===== src/verilog/narrator_pkg.sv =====
package narrator_pkg;

  // ==================================================
  // Widths with a meaning
  // ==================================================

  typedef logic signed [7:0] audio_sample_t;
  typedef logic [31:0]       flash_word_t;
  typedef logic [22:0]       flash_addr_t;
  typedef logic [7:0]        phoneme_t;
  typedef logic [15:0]       divisor_t;
  typedef logic [7:0]        led_bar_t;

  // ==================================================
  // Memory port and control bundles
  // ==================================================

  // Read request toward the flash
  typedef struct packed {
    logic        read;
    flash_addr_t address;
  } flash_req_t;

  // Flash response, data lags the accepted request
  typedef struct packed {
    logic        waitrequest;
    logic        readdatavalid;
    flash_word_t readdata;
  } flash_rsp_t;

  // One-cycle pulses from the speed keys
  typedef struct packed {
    logic up;
    logic down;
    logic restore;
  } speed_events_t;

  typedef enum logic [2:0] {
    idle,
    fetch,
    wait_data,
    play,
    silence
  } reader_state_t;

  // ==================================================
  // Phoneme layout in flash
  // ==================================================

  localparam int PHONEME_SLOT_WORDS = 64;
  localparam int PHONEME_UNIT_WORDS = 4;
  localparam int SILENT_SAMPLES     = 16;
  localparam int SAMPLES_PER_WORD   = 4;

  // Phoneme number reserved for a pause
  localparam phoneme_t SILENCE_PHONEME = 8'd0;

endpackage

===== src/verilog/talking_narrator.sv =====
`timescale 1ns/1ps

module talking_narrator
  import narrator_pkg::*;
#(
  parameter int       REPEAT_CYCLES   = 40,
  parameter divisor_t DEFAULT_DIVISOR = 16'd32,
  parameter divisor_t SPEED_STEP      = 16'd4,
  parameter divisor_t MIN_DIVISOR     = 16'd24,
  parameter divisor_t MAX_DIVISOR     = 16'd48
)
(
  input  logic          CLK_50M,
  input  logic          rst,
  // Active low, 0 up, 1 down, 2 restore
  input  logic [2:0]    key,
  input  phoneme_t      phoneme,
  input  logic          start,
  input  flash_rsp_t    flash_rsp,
  output flash_req_t    flash_req,
  output audio_sample_t sample,
  output logic          sample_valid,
  output logic          busy,
  output logic          finish,
  output led_bar_t      led,
  output divisor_t      divisor
);

  speed_events_t speed_events;
  logic          sample_strobe;

  // ==================================================
  // Speed path
  // ==================================================

  key_repeat #(
    .REPEAT_CYCLES (REPEAT_CYCLES)
  ) key_repeat_i (
    .CLK_50M (CLK_50M),
    .rst     (rst),
    .key     (key),
    .events  (speed_events)
  );

  speed_control #(
    .DEFAULT_DIVISOR (DEFAULT_DIVISOR),
    .SPEED_STEP      (SPEED_STEP),
    .MIN_DIVISOR     (MIN_DIVISOR),
    .MAX_DIVISOR     (MAX_DIVISOR)
  ) speed_control_i (
    .CLK_50M       (CLK_50M),
    .rst           (rst),
    .events        (speed_events),
    .divisor       (divisor),
    .sample_strobe (sample_strobe)
  );

  // ==================================================
  // Playback path
  // ==================================================

  sample_reader sample_reader_i (
    .CLK_50M       (CLK_50M),
    .rst           (rst),
    .phoneme       (phoneme),
    .start         (start),
    .sample_strobe (sample_strobe),
    .flash_req     (flash_req),
    .flash_rsp     (flash_rsp),
    .sample        (sample),
    .sample_valid  (sample_valid),
    .busy          (busy),
    .finish        (finish)
  );

  volume_meter volume_meter_i (
    .CLK_50M      (CLK_50M),
    .rst          (rst),
    .sample       (sample),
    .sample_valid (sample_valid),
    .led          (led)
  );

endmodule


===== src/verilog/volume_meter.sv =====
`timescale 1ns/1ps

module volume_meter
  import narrator_pkg::*;
(
  input  logic          CLK_50M,
  input  logic          rst,
  input  audio_sample_t sample,
  input  logic          sample_valid,
  output led_bar_t      led
);

  logic [7:0] magnitude;
  logic [3:0] level;
  logic [8:0] bar_full;
  led_bar_t   bar;

  // ==================================================
  // Magnitude to bar
  // ==================================================

  // -128 comes out as 8'h80, read unsigned as 128
  always_comb
  begin
    if (sample[7])
      magnitude = 8'(-sample);
    else
      magnitude = 8'(sample);
  end

  // One LED per 16 steps of magnitude, 0 to 8
  assign level = magnitude[7:4];

  // Thermometer fill from bit 0 upward
  assign bar_full = (9'd1 << level) - 9'd1;
  assign bar      = bar_full[7:0];

  // Bar holds between samples
  always_ff @(posedge CLK_50M)
  begin
    if (rst)
      led <= '0;
    else if (sample_valid)
      led <= bar;
  end

endmodule


===== src/verilog/sample_reader.sv =====
`timescale 1ns/1ps

module sample_reader
  import narrator_pkg::*;
(
  input  logic          CLK_50M,
  input  logic          rst,
  input  phoneme_t      phoneme,
  input  logic          start,
  input  logic          sample_strobe,
  output flash_req_t    flash_req,
  input  flash_rsp_t    flash_rsp,
  output audio_sample_t sample,
  output logic          sample_valid,
  output logic          busy,
  output logic          finish
);

  localparam int COUNT_W  = $clog2(4 * PHONEME_UNIT_WORDS + 1);
  localparam int SILENT_W = $clog2(SILENT_SAMPLES + 1);
  localparam int BYTE_W   = $clog2(SAMPLES_PER_WORD);
  localparam logic [BYTE_W-1:0] LAST_BYTE = BYTE_W'(SAMPLES_PER_WORD - 1);

  reader_state_t state;

  // Memory side
  logic                req_read;
  flash_addr_t         req_address;
  flash_addr_t         fetch_addr;
  logic [COUNT_W-1:0]  fetch_left;

  // Word being played and one prefetched behind it
  flash_word_t         cur_word;
  logic                cur_valid;
  flash_word_t         next_word;
  logic                next_valid;
  logic [BYTE_W-1:0]   byte_idx;

  logic [SILENT_W-1:0] silent_left;
  logic                last_sent;

  flash_addr_t         start_addr;
  logic [COUNT_W-1:0]  word_count;

  logic accept_start;
  logic fetch_accept;
  logic data_arrive;
  logic playing;
  logic emit_word;
  logic emit_silent;
  logic word_done;
  logic promote;
  logic prefetch;
  logic last_word_sample;
  logic last_silent;

  // Phoneme p starts at p*64 and spans ((p mod 4)+1)*4 words
  assign start_addr = flash_addr_t'(phoneme) * flash_addr_t'(PHONEME_SLOT_WORDS);
  assign word_count = COUNT_W'((phoneme % 4 + 1) * PHONEME_UNIT_WORDS);

  assign flash_req = '{read: req_read, address: req_address};
  assign busy      = (state != idle);

  // ==================================================
  // Event decode
  // ==================================================

  assign accept_start = start && (state == idle);
  assign fetch_accept = req_read && !flash_rsp.waitrequest;
  assign data_arrive  = (state == wait_data) && flash_rsp.readdatavalid;
  assign playing      = (state == fetch) || (state == wait_data) || (state == play);
  assign emit_word    = sample_strobe && playing && cur_valid;
  assign emit_silent  = sample_strobe && (state == silence) && (silent_left != '0);
  assign word_done    = emit_word && (byte_idx == LAST_BYTE);
  assign promote      = next_valid && (!cur_valid || word_done);

  // Next word goes out once the current one has given its first byte
  assign prefetch = (state == play) && (fetch_left != '0) && !next_valid
                    && cur_valid && (byte_idx != '0);

  assign last_word_sample = word_done && (state == play) && (fetch_left == '0) && !next_valid;
  assign last_silent      = emit_silent && (silent_left == SILENT_W'(1));

  // ==================================================
  // Control FSM
  // ==================================================

  always_ff @(posedge CLK_50M)
  begin
    if (rst)
    begin
      state        <= idle;
      req_read     <= 1'b0;
      fetch_left   <= '0;
      silent_left  <= '0;
      cur_valid    <= 1'b0;
      next_valid   <= 1'b0;
      byte_idx     <= '0;
      sample_valid <= 1'b0;
      last_sent    <= 1'b0;
      finish       <= 1'b0;
    end
    else
    begin
      sample_valid <= emit_word || emit_silent;
      last_sent    <= last_word_sample || last_silent;
      finish       <= last_sent;

      if (emit_word)
        byte_idx <= byte_idx + 1'b1;
      if (promote)
        cur_valid <= 1'b1;
      else if (word_done)
        cur_valid <= 1'b0;
      if (data_arrive)
        next_valid <= 1'b1;
      else if (promote)
        next_valid <= 1'b0;
      if (emit_silent)
        silent_left <= silent_left - 1'b1;

      case (state)
        idle:
          if (accept_start)
          begin
            cur_valid  <= 1'b0;
            next_valid <= 1'b0;
            byte_idx   <= '0;
            if (phoneme == SILENCE_PHONEME)
            begin
              silent_left <= SILENT_W'(SILENT_SAMPLES);
              state       <= silence;
            end
            else
            begin
              req_read   <= 1'b1;
              fetch_left <= word_count - 1'b1;
              state      <= fetch;
            end
          end
        fetch:
          if (fetch_accept)
          begin
            req_read <= 1'b0;
            state    <= wait_data;
          end
        wait_data:
          if (data_arrive)
            state <= play;
        play:
          if (last_sent)
            state <= idle;
          else if (prefetch)
          begin
            req_read   <= 1'b1;
            fetch_left <= fetch_left - 1'b1;
            state      <= fetch;
          end
        silence:
          if (last_sent)
            state <= idle;
        default:
          state <= idle;
      endcase
    end
  end

  // Address, word buffers and sample output
  always_ff @(posedge CLK_50M)
  begin
    if (accept_start)
    begin
      req_address <= start_addr;
      fetch_addr  <= start_addr + 1'b1;
    end
    else if (prefetch)
    begin
      req_address <= fetch_addr;
      fetch_addr  <= fetch_addr + 1'b1;
    end

    if (data_arrive)
      next_word <= flash_rsp.readdata;
    if (promote)
      cur_word <= next_word;

    // Low byte of each word plays first
    if (emit_word)
      sample <= audio_sample_t'(cur_word[8*byte_idx +: 8]);
    else if (emit_silent)
      sample <= '0;
  end

  assert property (@(posedge CLK_50M) disable iff (rst)
    (flash_req.read && flash_rsp.waitrequest)
      |=> (flash_req.read && $stable(flash_req.address)))
    else $error("flash request moved while stalled");

endmodule


===== src/verilog/speed_control.sv =====
`timescale 1ns/1ps

module speed_control
  import narrator_pkg::*;
#(
  parameter divisor_t DEFAULT_DIVISOR = 16'd32,
  parameter divisor_t SPEED_STEP      = 16'd4,
  parameter divisor_t MIN_DIVISOR     = 16'd24,
  parameter divisor_t MAX_DIVISOR     = 16'd48
)
(
  input  logic          CLK_50M,
  input  logic          rst,
  input  speed_events_t events,
  output divisor_t      divisor,
  output logic          sample_strobe
);

  divisor_t strobe_count;
  divisor_t divisor_faster;
  divisor_t divisor_slower;

  // ==================================================
  // Divisor register
  // ==================================================

  // Next values for each step direction, clamped
  always_comb
  begin
    if (divisor < MIN_DIVISOR + SPEED_STEP)
      divisor_faster = MIN_DIVISOR;
    else
      divisor_faster = divisor - SPEED_STEP;

    if (divisor > MAX_DIVISOR - SPEED_STEP)
      divisor_slower = MAX_DIVISOR;
    else
      divisor_slower = divisor + SPEED_STEP;
  end

  // Restore first, then up, then down
  always_ff @(posedge CLK_50M)
  begin
    if (rst)
      divisor <= DEFAULT_DIVISOR;
    else if (events.restore)
      divisor <= DEFAULT_DIVISOR;
    else if (events.up)
      divisor <= divisor_faster;
    else if (events.down)
      divisor <= divisor_slower;
  end

  // ==================================================
  // Sample rate strobe
  // ==================================================

  // One strobe per divisor cycles
  always_ff @(posedge CLK_50M)
  begin
    if (rst)
    begin
      strobe_count  <= '0;
      sample_strobe <= 1'b0;
    end
    else if (strobe_count >= divisor - 1'b1)
    begin
      strobe_count  <= '0;
      sample_strobe <= 1'b1;
    end
    else
    begin
      strobe_count  <= strobe_count + 1'b1;
      sample_strobe <= 1'b0;
    end
  end

  assert property (@(posedge CLK_50M) disable iff (rst)
    (divisor >= MIN_DIVISOR) && (divisor <= MAX_DIVISOR))
    else $error("divisor left its allowed range");

endmodule


===== src/verilog/key_repeat.sv =====
`timescale 1ns/1ps

module key_repeat
  import narrator_pkg::*;
#(
  parameter int REPEAT_CYCLES = 40
)
(
  input  logic          CLK_50M,
  input  logic          rst,
  input  logic [2:0]    key,
  output speed_events_t events
);

  localparam int COUNT_W = $clog2(REPEAT_CYCLES + 1);
  localparam logic [COUNT_W-1:0] COUNT_LAST = COUNT_W'(REPEAT_CYCLES - 1);

  // Key bits: 0 up, 1 down, 2 restore
  logic [2:0]         key_meta;
  logic [2:0]         key_sync;
  logic [2:0]         held;
  logic               restore_prev;
  logic [COUNT_W-1:0] repeat_count;
  logic               repeat_held;
  logic               repeat_tick;

  // Two flop synchronizer, released keys read high
  always_ff @(posedge CLK_50M)
  begin
    if (rst)
    begin
      key_meta <= 3'b111;
      key_sync <= 3'b111;
    end
    else
    begin
      key_meta <= key;
      key_sync <= key_meta;
    end
  end

  assign held        = ~key_sync;
  // Up and down held together cancel out
  assign repeat_held = held[0] ^ held[1];
  assign repeat_tick = repeat_held && (repeat_count == COUNT_LAST);

  // Shared interval counter, restarts on every new press
  always_ff @(posedge CLK_50M)
  begin
    if (rst)
      repeat_count <= '0;
    else if (!repeat_held || repeat_tick)
      repeat_count <= '0;
    else
      repeat_count <= repeat_count + 1'b1;
  end

  always_ff @(posedge CLK_50M)
  begin
    if (rst)
    begin
      events       <= '0;
      restore_prev <= 1'b0;
    end
    else
    begin
      restore_prev   <= held[2];
      events.up      <= repeat_tick && held[0];
      events.down    <= repeat_tick && held[1];
      events.restore <= held[2] && !restore_prev;
    end
  end

  assert property (@(posedge CLK_50M) disable iff (rst) !(events.up && events.down))
    else $error("speed up and speed down pulsed together");

endmodule


===== config.mk =====
export PLATFORM = sky130hd
export DESIGN_NAME = talking_narrator
export DESIGN_NICKNAME = d
export VERILOG_FILES = /design/src/verilog/narrator_pkg.sv /design/src/verilog/talking_narrator.sv /design/src/verilog/volume_meter.sv /design/src/verilog/sample_reader.sv /design/src/verilog/speed_control.sv /design/src/verilog/key_repeat.sv
export SDC_FILE = /design/constraint.sdc
export NUM_CORES = 1
export LEC_CHECK = 0
export ABC_CLOCK_PERIOD_IN_PS = 10700
export BUFFER_PORTS_ARGS = -buffer_cell sky130_fd_sc_hd__buf_2
export CAP_MARGIN = 30
export CORE_ASPECT_RATIO = 1.1
export CORE_MARGIN = 2
export CORE_UTILIZATION = 60
export CTS_CLUSTER_DIAMETER = 100
export CTS_CLUSTER_SIZE = 12
export DETAILED_ROUTE_END_ITERATION = 8
export MAX_ROUTING_LAYER = met4
export PLACE_DENSITY_LB_ADDON = 0.1
export SKIP_CTS_REPAIR_TIMING = 1
export SYNTH_ARGS = -nofsm -noshare
export SYNTH_HDL_FRONTEND = slang
export SYNTH_SLANG_ARGS = --single-unit

===== constraint.sdc =====
create_clock -name CLK_50M -period 10.7 [get_ports CLK_50M]
set_input_delay 1.605 -clock CLK_50M [delete_from_list [all_inputs] [get_ports CLK_50M]]
set_output_delay 1.605 -clock CLK_50M [all_outputs]
set_load 0.1 [all_outputs]

# After elaboration in Yosys (flattened, before gate mapping)
# Cells that the tools add are included.
[op_classes]
n_shift = 2
reduce_logical = 50
order_cmp = 3
n_bitwise = 2
n_eq_ne = 15
n_mux = 46
add_sub_neg = 14
[op_table]
columns = ["operator", "n"]
rows = [
  ["$mux W16", 4],
  ["$mux W23", 2],
  ["$mux W5", 8],
  ["$shiftx A32 B6 Y8", 1],
  ["$mux W14", 2],
  ["$mux W8", 3],
  ["$add A23 B1 Y23 const B", 1],
  ["$logic_and A1 B1 Y1", 21],
  ["$mux W3", 7],
  ["$add A16 B1 Y16 const B", 1],
  ["$add A16 B3 Y16 const B", 1],
  ["$ge A16 B16 Y1", 1],
  ["$gt A16 B6 Y1 const B", 1],
  ["$lt A16 B5 Y1 const B", 1],
  ["$sub A16 B1 Y16 const B", 1],
  ["$sub A16 B3 Y16 const B", 1],
  ["$add A14 B1 Y15 const B", 1],
  ["$pmux W3 S5", 1],
  ["$sub A5 B1 Y5 const B", 3],
  ["$mux W1", 14],
  ["$ne A2 B1 Y1 const B", 5],
  ["$pmux W5 S2", 1],
  ["$reduce_and A5 Y1", 2],
  ["$reduce_bool A2 Y1", 5],
  ["other kinds (27)", 44],
]
[word_totals]
inputBits = 48
out_inout_bits = 59
word_cells = 159
register_bits = 196

# Longest topological paths before layout
# Gate-level depths: netlist of run 1.
[depth]
word_depth = 12
mapped_depth = 13
mapped_depth_nobuf = 12

# Cells and area by module
# Synthesis of run 1 repeated with hierarchy kept, for this count alone.
[unflattened]
cells_unflattened = 843
area_unflattened_um2 = 9047.4
[by_module_without_submodules]
columns = ["module", "cells_each", "instances", "seq_area_each_um2", "area_per_inst_um2"]
rows = [
  ["sample_reader", 462, 1, 3813.7, 5798.1],
  ["speed_control", 250, 1, 620.6, 2069.5],
  ["volume_meter", 83, 1, 160.2, 651.9],
  ["key_repeat", 48, 1, 320.3, 528.0],
]

# Worst setup path after synthesis of run 1
# OpenSTA, ideal clock, no wires.
[synth_timing]
path_type = "input-to-reg"
from = "input flash_rsp[32] in the netlist's numbering"
to = "register sample_reader_i.next_word[0], enable pin"
setup_ns = 0.506
required_time_ns = 10.194
stages = 1
t_arrival_ns = 4.819
path_buffers = 0
path_slack_ns = 5.375
cell_sequence = "nor4bb_1"
[synth_via]
elab_chain_cells = 1
[synth_rtl]
columns = ["element", "line_no", "text"]
rows = [
  ["from (decl)", "talking_narrator.sv:19", "input flash_rsp_t flash_rsp,"],
  ["$logic_and A1 B1 Y1", "sample_reader.sv:70", "assign data_arrive = (state == wait_data) && flash_rsp.readdatavalid;"],
  ["to (signal assigned)", "sample_reader.sv:183", "next_word <= flash_rsp.readdata;"],
  ["to (decl)", "sample_reader.sv:35", "flash_word_t next_word;"],
]
# No other way between the ends.
# A chain may end at the register's enable or synchronous reset.

# Worst setup path after layout of run 1
[layout_timing]
from = "register sample_reader_i.state[2]"
to = "output busy"
[layout_via]
elab_chain_cells = 1
[layout_rtl]
columns = ["element", "line_no", "text"]
rows = [
  ["from (decl)", "sample_reader.sv:24", "reader_state_t state;"],
  ["from (signal assigned)", "sample_reader.sv:92", "state <= idle;"],
  ["from (signal assigned)", "sample_reader.sv:132", "state <= silence;"],
  ["from (signal assigned)", "sample_reader.sv:138", "state <= fetch;"],
  ["$reduce_bool A3 Y1", "sample_reader.sv:62", "assign busy = (state != idle);"],
  ["to (decl)", "talking_narrator.sv:23", "output logic busy,"],
]
# No other way between the ends.

==> out/qor.txt, run 1 <==
Fraction of layout cells with a size suffix above 1: 0.185
Initial Utilization: 0.617
EDFF count, synth: 103
R2R cell count: 12
MaxCap Viol Count: 0
Tmin final: 3470 ps
Skew-Pair Late Insertion Delay: 430 ps
CP required: 9100 ps
Mapped cell area: 8540 µm²
Synth-to-Final Area Change: 14.6%
Worst min-delay path class: flip-flop to flip-flop
IO Pins: 107
Hpwl dp: 12,000 µm
Drt wl/cell: 15.6 µm
Register area share after synthesis: 0.575
GR Util All Layers: 0.237
Worst EP arrival: 1860 ps
Root Buffer: clkbuf_16
Cell variety after synth: 62
R2R Setup Slk: 7240 ps
Unrepaired setup endpoints after global routing: false
DIE AREA: 15,200 µm²
# rows: 45
Worst-path clk slew: 70 ps
Hold slack: 385 ps
Vias in the first global route: 5,933
Final Slew Violations: 0
Max Root-Sink Buffers: 2
Syn_area_per_cell: 10.8 µm²
Crit Path Max Fanout: 15
Port bufs: 104
DR vias: 6,115
Die width: 118 µm
Worst-Margin Slew: 944 ps
CTS tree: done
DRC: 0
Via density: 5.63
Worst reg2reg path startpoint: speed_control_i.divisor[2]$_SDFFE_PP0P_
WL final: 17,000 µm
Largest net degree at the start of global routing: 43
Router iterations before antenna repair: 5
Ys async rst share: 0
Static leakage: 0.00370 µW
# fillers: 1,039
WHS Endpoint: key_repeat_i.events[0]$_SDFF_PP0_
Setup TNS: 0 ps
Fin nets: 961
Synth Warn #: 0
Maximum vdd drop: 0.144 mV
Crit path kind: flip-flop to output port
RR Endpoint: speed_control_i.strobe_count[3]$_SDFF_PP0_
Crit path launch type: flip-flop
Final instance area: 9790 µm²
CP Cell Sequence: nor3_1 -> inv_1 -> buf_2
Final design utilization: 0.707
Congestion Overflow GR: 0
Period utilization: 0.324
First-pass GRT wire length: 28,200 µm
H-tree depth: 4
Most frequent cells in the layout: buf_2, edfxtp_1, nand2_1
Gp weighted congestion: 0.906
Crit. End Element: output port
Core box area: 13,900 µm²
PnR Total Power: 1940 µW
Final clock skew: 14.3 ps
Post-Syn Instances: 790
Top FF cell, synth: edfxtp_1
Die Y: 129 µm
Fmax: 288 MHz
Outcome: finished clean
Total clock sinks: 194
Commonest non-fill, non-tap cell in the layout: buf_2
Slew margin rel.: 0.366
Crit path largest cell delay: 650 ps
Antenna-violating nets left: 0
Flops & latches, synth: 194
Hold path startpoint: key_repeat_i.restore_prev$_SDFF_PP0_
Slowest-stage cell, CP: dfxtp_1
Hold Crit Depth: 1
Initial DRC Count: 449
Pwr Density: 198 nW/µm²
Final Hold Fails: 0
Setup violations, final: 0
CTS buffer count: 17
Placed cell areas: 9200 µm²
Initial antenna violation count: 1
==> through the flow <==
stage	std cells	setup slack [ps]
after floorplan	791	5380
after global placement	1053	7380
after detailed placement	1053	7270
after CTS	1085	7230
after global routing	1087	7010
final	1087	7230
==> sequential cells by signal (all words and copies together), names as in the netlist, 2 cells and up <==
register	flops
volume_meter_i.led	8
sample_reader_i.fetch_left	5
sample_reader_i.fetch_addr	23
sample_reader_i.sample	8
sample_reader_i.cur_word	32
sample_reader_i.next_word	32
key_repeat_i.key_sync	3
sample_reader_i.req_address	23
sample_reader_i.state	3
sample_reader_i.silent_left	5
key_repeat_i.events	3
key_repeat_i.repeat_count	6
speed_control_i.divisor	14
key_repeat_i.key_meta	3
speed_control_i.strobe_count	16
sample_reader_i.byte_idx	2
==> power breakdown <==
part           internal, µW  switching [µW]  leakage (µW)
clock network           318             293      0.000285
logic                   102             270       0.00175
registers               896            63.6       0.00167
total                  1320             627       0.00370
==> cells in the mapped netlist (3+ instances only) <==
master,instances,area (µm²)
buf_4,3,22.5
o211a_1,3,30.0
ha_1,28,350
nand3_1,23,115
o211ai_1,3,22.5
nor4b_1,5,43.8
xor2_1,25,219
nand4_1,8,50.1
nand2_1,99,372
mux4_2,8,180
clkbuf_1,27,101
or2_2,7,43.8
mux2i_1,4,40.0
a31oi_1,5,31.3
nand2b_1,12,75.1
dfxtp_1,91,1820
nor3b_1,4,30.0
o21ai_0,31,155
or4_1,4,30.0
nor2_1,83,312
inv_1,22,82.6
edfxtp_1,103,3090
and3_1,8,50.1
xnor2_1,31,272
nand3b_1,4,30.0
a211oi_1,8,60.1
a21oi_1,48,240
and2_1,11,68.8
nor4_1,11,68.8
a311oi_1,5,43.8
nor3_1,23,115
==> worst max-delay path by stage <==
| stage | startpoint | to | slack (ps) | cells after the start |
|---|---|---|---|---|
| 2_1_floorplan | flash_rsp[32] | sample_reader_i.next_word[0]$_DFFE_PP_ | 5380 | 1 |
| 3_3_place_gp | rst | speed_control_i.divisor[7]$_SDFFE_PP0P_ | 7380 | 6 |
| 3_5_place_dp | rst | speed_control_i.divisor[7]$_SDFFE_PP0P_ | 7270 | 6 |
| 4_1_cts | sample_reader_i.state[2]$_SDFFE_PP0P_ | busy | 7230 | 3 |
| 5_1_grt | speed_control_i.divisor[2]$_SDFFE_PP0P_ | speed_control_i.strobe_count[6]$_SDFF_PP0_ | 7010 | 12 |
| 6_report | sample_reader_i.state[2]$_SDFFE_PP0P_ | busy | 7230 | 3 |
==> layout make-up <==
class | instances | area [µm²] | area share
Tap cell | 188 | 235 | 0.0240
Antenna cell | 1 | 2.50 | 0.000256
Clock buffer | 19 | 443 | 0.0453
Multi-Input combinational cell | 540 | 3410 | 0.349
Timing Repair Buffer | 110 | 563 | 0.0575
Clock inverter | 13 | 134 | 0.0137
Sequential cell | 194 | 4910 | 0.502
Inverter | 22 | 82.6 | 0.00844
==> kinds of logic (layout without fill, tap and decap cells) <==
logic type,Yosys count,in the layout,share of synthesized area
AO/OA/AOI/OAI,124,124,0.0898
other,1,3,0.000439
XOR/XNOR,56,56,0.0574
buffers and inverters,57,164,0.0284
multiplexers,12,12,0.0258
flip-flops,194,194,0.575
adder cells (fa/ha/maj),28,28,0.0410
AND/OR/NAND/NOR,318,318,0.182
==> worst max-delay path, delay by kind of cell (launching register included) <==
| kind | cells | cell delay, ps |
|---|---|---|
| flip-flops | 1 | 650 |
| buffers and inverters | 2 | 600 |
| AND/OR/NAND/NOR | 1 | 200 |
==> per-layer routing <==
layer  GRT usage  vias up  part of all wire
li1            -     3014                 -
met1       0.278     2872              0.42
met2       0.409      197              0.52
met3      0.0458       32             0.047
met4      0.0893        0             0.019
met5           -        -                 0
No activity file was read; power rests on OpenSTA's default activity.
==> inputs of run 2 (changes only) <==
- ABC_AREA: not set -> 1
- ABC_CLOCK_PERIOD_IN_PS: 10700 -> 3600
- CORE_UTILIZATION: 60 -> 58
- clock period: 10.7 -> 3.6 ns (I/O delays scaled with it)
==> out/qor.txt, run 2 <==
Mapped cell area: 8880 µm²
DR vias: 6,668
Skew-Pair Late Insertion Delay: 430 ps
Area share of the largest cell type after synthesis: 0.348
Tmin final: 2920 ps
Post-Syn Instances: 962
EDFF count, synth: 103
Largest regs: sample_reader_i.cur_word: 32 flops, sample_reader_i.next_word: 32 flops
Core box area: 15,000 µm²
Final design utilization: 0.675
Fmax: 342 MHz
Initial antenna violation count: 0
Synth-to-Final Area Change: 13.9%
Crit path largest cell delay: 380 ps
Fraction of layout cells with a size suffix above 1: 0.186
Gp weighted congestion: 0.886
Hold slack: 278 ps
Slew margin rel.: 0.580
Crit. End Element: flip-flop
CP required: 3960 ps
Crit path launch type: flip-flop
Congestion Overflow GR: 0
Commonest non-fill, non-tap cell in the layout: nand2_1
GR Util All Layers: 0.237
Die Y: 134 µm
Crit path kind: flip-flop to flip-flop
Syn_area_per_cell: 9.23 µm²
CTS tree: done
Ys async rst share: 0
CTS buffer count: 17
Router iterations before antenna repair: 5
Flops & latches, synth: 194
H-tree depth: 4
IO Pins: 107
R2R cell count: 14
# rows: 47
Initial DRC Count: 399
Setup violations, final: 0
Final Slew Violations: 0
Slowest-stage cell, CP: dfxtp_1
R2R Setup Slk: 680 ps
Hpwl dp: 12,900 µm
Root Buffer: clkbuf_16
Setup TNS: 0 ps
WL final: 17,700 µm
Top FF cell, synth: edfxtp_1
Synth Warn #: 0
Area occupied by registers: 4910 µm²
Fin nets: 1,144
Synth top area cells: edfxtp_1, dfxtp_1, nand2_1
Initial Utilization: 0.592
Antenna-violating nets left: 0
Final Hold Fails: 0
Period utilization: 0.812
Worst-path clk slew: 70 ps
Leading area contributor after synthesis: edfxtp_1
Static leakage: 0.00419 µW
Max Root-Sink Buffers: 2
Final clock skew: 9.50 ps
Via density: 5.22
MaxCap Viol Count: 0
Most frequent cells in the layout: nand2_1, nor2_1, buf_2
Maximum vdd drop: 0.427 mV
Largest net degree at the start of global routing: 42
Total clock sinks: 194
Cell mode on critical path: inv_1
Cell variety after synth: 49
CP Cell Sequence: inv_1 -> ha_1 -> nand3_1 -> nor2_1 -> nand3_1 -> xor2_1 -> inv_1 -> ha_1 -> nand4_1 -> inv_1 -> a21oi_1 -> nand4_1 -> buf_4 -> nor2_1
Most common library cells after synthesis: nand2_1, nor2_1, edfxtp_1
DIE AREA: 16,300 µm²
DRC: 0
Outcome: finished clean
First-pass GRT wire length: 29,500 µm
Worst min-delay path class: input port to flip-flop
Worst EP arrival: 3290 ps
Multi-input gate area: 3430 µm²
Vias in the first global route: 6,302
Crit Path Max Fanout: 9
WHS Endpoint: sample_reader_i.next_word[10]$_DFFE_PP_
Port bufs: 104
RR Endpoint: speed_control_i.strobe_count[4]$_SDFF_PP0_
Worst reg2reg path startpoint: speed_control_i.divisor[2]$_SDFFE_PP0P_
Drt wl/cell: 13.9 µm
Antenna cells: 0
Hold Crit Depth: 1
Worst-Margin Slew: 629 ps
# fillers: 1,268
Hold path startpoint: flash_rsp[10]
Pwr Density: 565 nW/µm²
Unrepaired setup endpoints after global routing: false
Die width: 122 µm
Register area share after synthesis: 0.554
==> run 2: cell types whose count changed after synthesis, sizes merged, moves of 10 or more <==
| cell | before | now |
|---|---|---|
| a21oi | 48 | 70 |
| o21ai | 31 | 61 |
| nor2 | 83 | 157 |
| inv | 22 | 111 |
| nand3 | 23 | 51 |
| clkbuf | 28 | 11 |
| nor4 | 12 | 2 |
| nand4 | 8 | 21 |
| and2 | 11 | 1 |
| xnor2 | 31 | 8 |
| nand2b | 12 | 0 |
| nand2 | 99 | 151 |
==> run 2: worst max-delay path: cells and delay by family (launching register included) <==
family	cells	cell delay, ps
flip-flops	1	380
adder cells (fa/ha/maj)	2	560
buffers and inverters	4	560
AND/OR/NAND/NOR	6	1000
AO/OA/AOI/OAI	1	180
XOR/XNOR	1	190
==> run 2: how the worst max path moves through the flow <==
stage	startpoint	slack (ps)	end
finish	speed_control_i.divisor[2]$_SDFFE_PP0P_	680	speed_control_i.strobe_count[4]$_SDFF_PP0_
detailed placement	speed_control_i.divisor[2]$_SDFFE_PP0P_	700	speed_control_i.strobe_count[4]$_SDFF_PP0_
global route	speed_control_i.divisor[6]$_SDFFE_PP0P_	310	speed_control_i.strobe_count[4]$_SDFF_PP0_
CTS	speed_control_i.divisor[2]$_SDFFE_PP0P_	670	speed_control_i.strobe_count[4]$_SDFF_PP0_
floorplan	speed_control_i.divisor[2]$_SDFFE_PP0P_	330	speed_control_i.strobe_count[0]$_SDFF_PP0_
global placement	speed_control_i.divisor[2]$_SDFFE_PP0P_	800	speed_control_i.strobe_count[6]$_SDFF_PP0_
==> run 2: final cells by class <==
| class | count | share of cell area |
|---|---|---|
| Tap cell | 196 | 0.0242 |
| Inverter | 111 | 0.0414 |
| Timing Repair Buffer | 111 | 0.0567 |
| Multi-Input combinational cell | 633 | 0.339 |
| Sequential cell | 194 | 0.486 |
| Clock inverter | 13 | 0.0103 |
| Clock buffer | 19 | 0.0428 |
==> run 2: kinds of logic (layout without fill, tap and decap cells) <==
| logic type | Yosys count | count (layout) | synth area share |
|---|---|---|---|
| other | 1 | 2 | 0.000422 |
| adder cells (fa/ha/maj) | 28 | 28 | 0.0395 |
| flip-flops | 194 | 194 | 0.554 |
| AO/OA/AOI/OAI | 152 | 152 | 0.0915 |
| buffers and inverters | 136 | 254 | 0.0616 |
| AND/OR/NAND/NOR | 420 | 420 | 0.223 |
| XOR/XNOR | 31 | 31 | 0.0306 |
==> run 2: power by group <==
group | switching (µW) | internal [µW] | total, µW
clock | 841 | 897 | 1740
combinational | 874 | 294 | 1170
sequential | 157 | 2650 | 2810
==> run 2: per-stage QoR <==
stage          total power (µW)  area, µm²  std cells  setup WS, ps
6_report                   5720      10100       1277           676
4_1_cts                    5760      10100       1277           674
2_1_floorplan              3780       8880        963           330
3_5_place_dp               4030       9580       1245           700
3_3_place_gp               4000       9580       1245           805
5_1_grt                    6000      10100       1277           311
==> run 2: per-layer routing <==
layer | share of wire | vias up | global-route usage
li1 | - | 3425 | -
met1 | 0.44 | 3038 | 0.292
met2 | 0.48 | 175 | 0.388
met3 | 0.048 | 30 | 0.0445
met4 | 0.026 | 0 | 0.0894
met5 | 0 | - | -
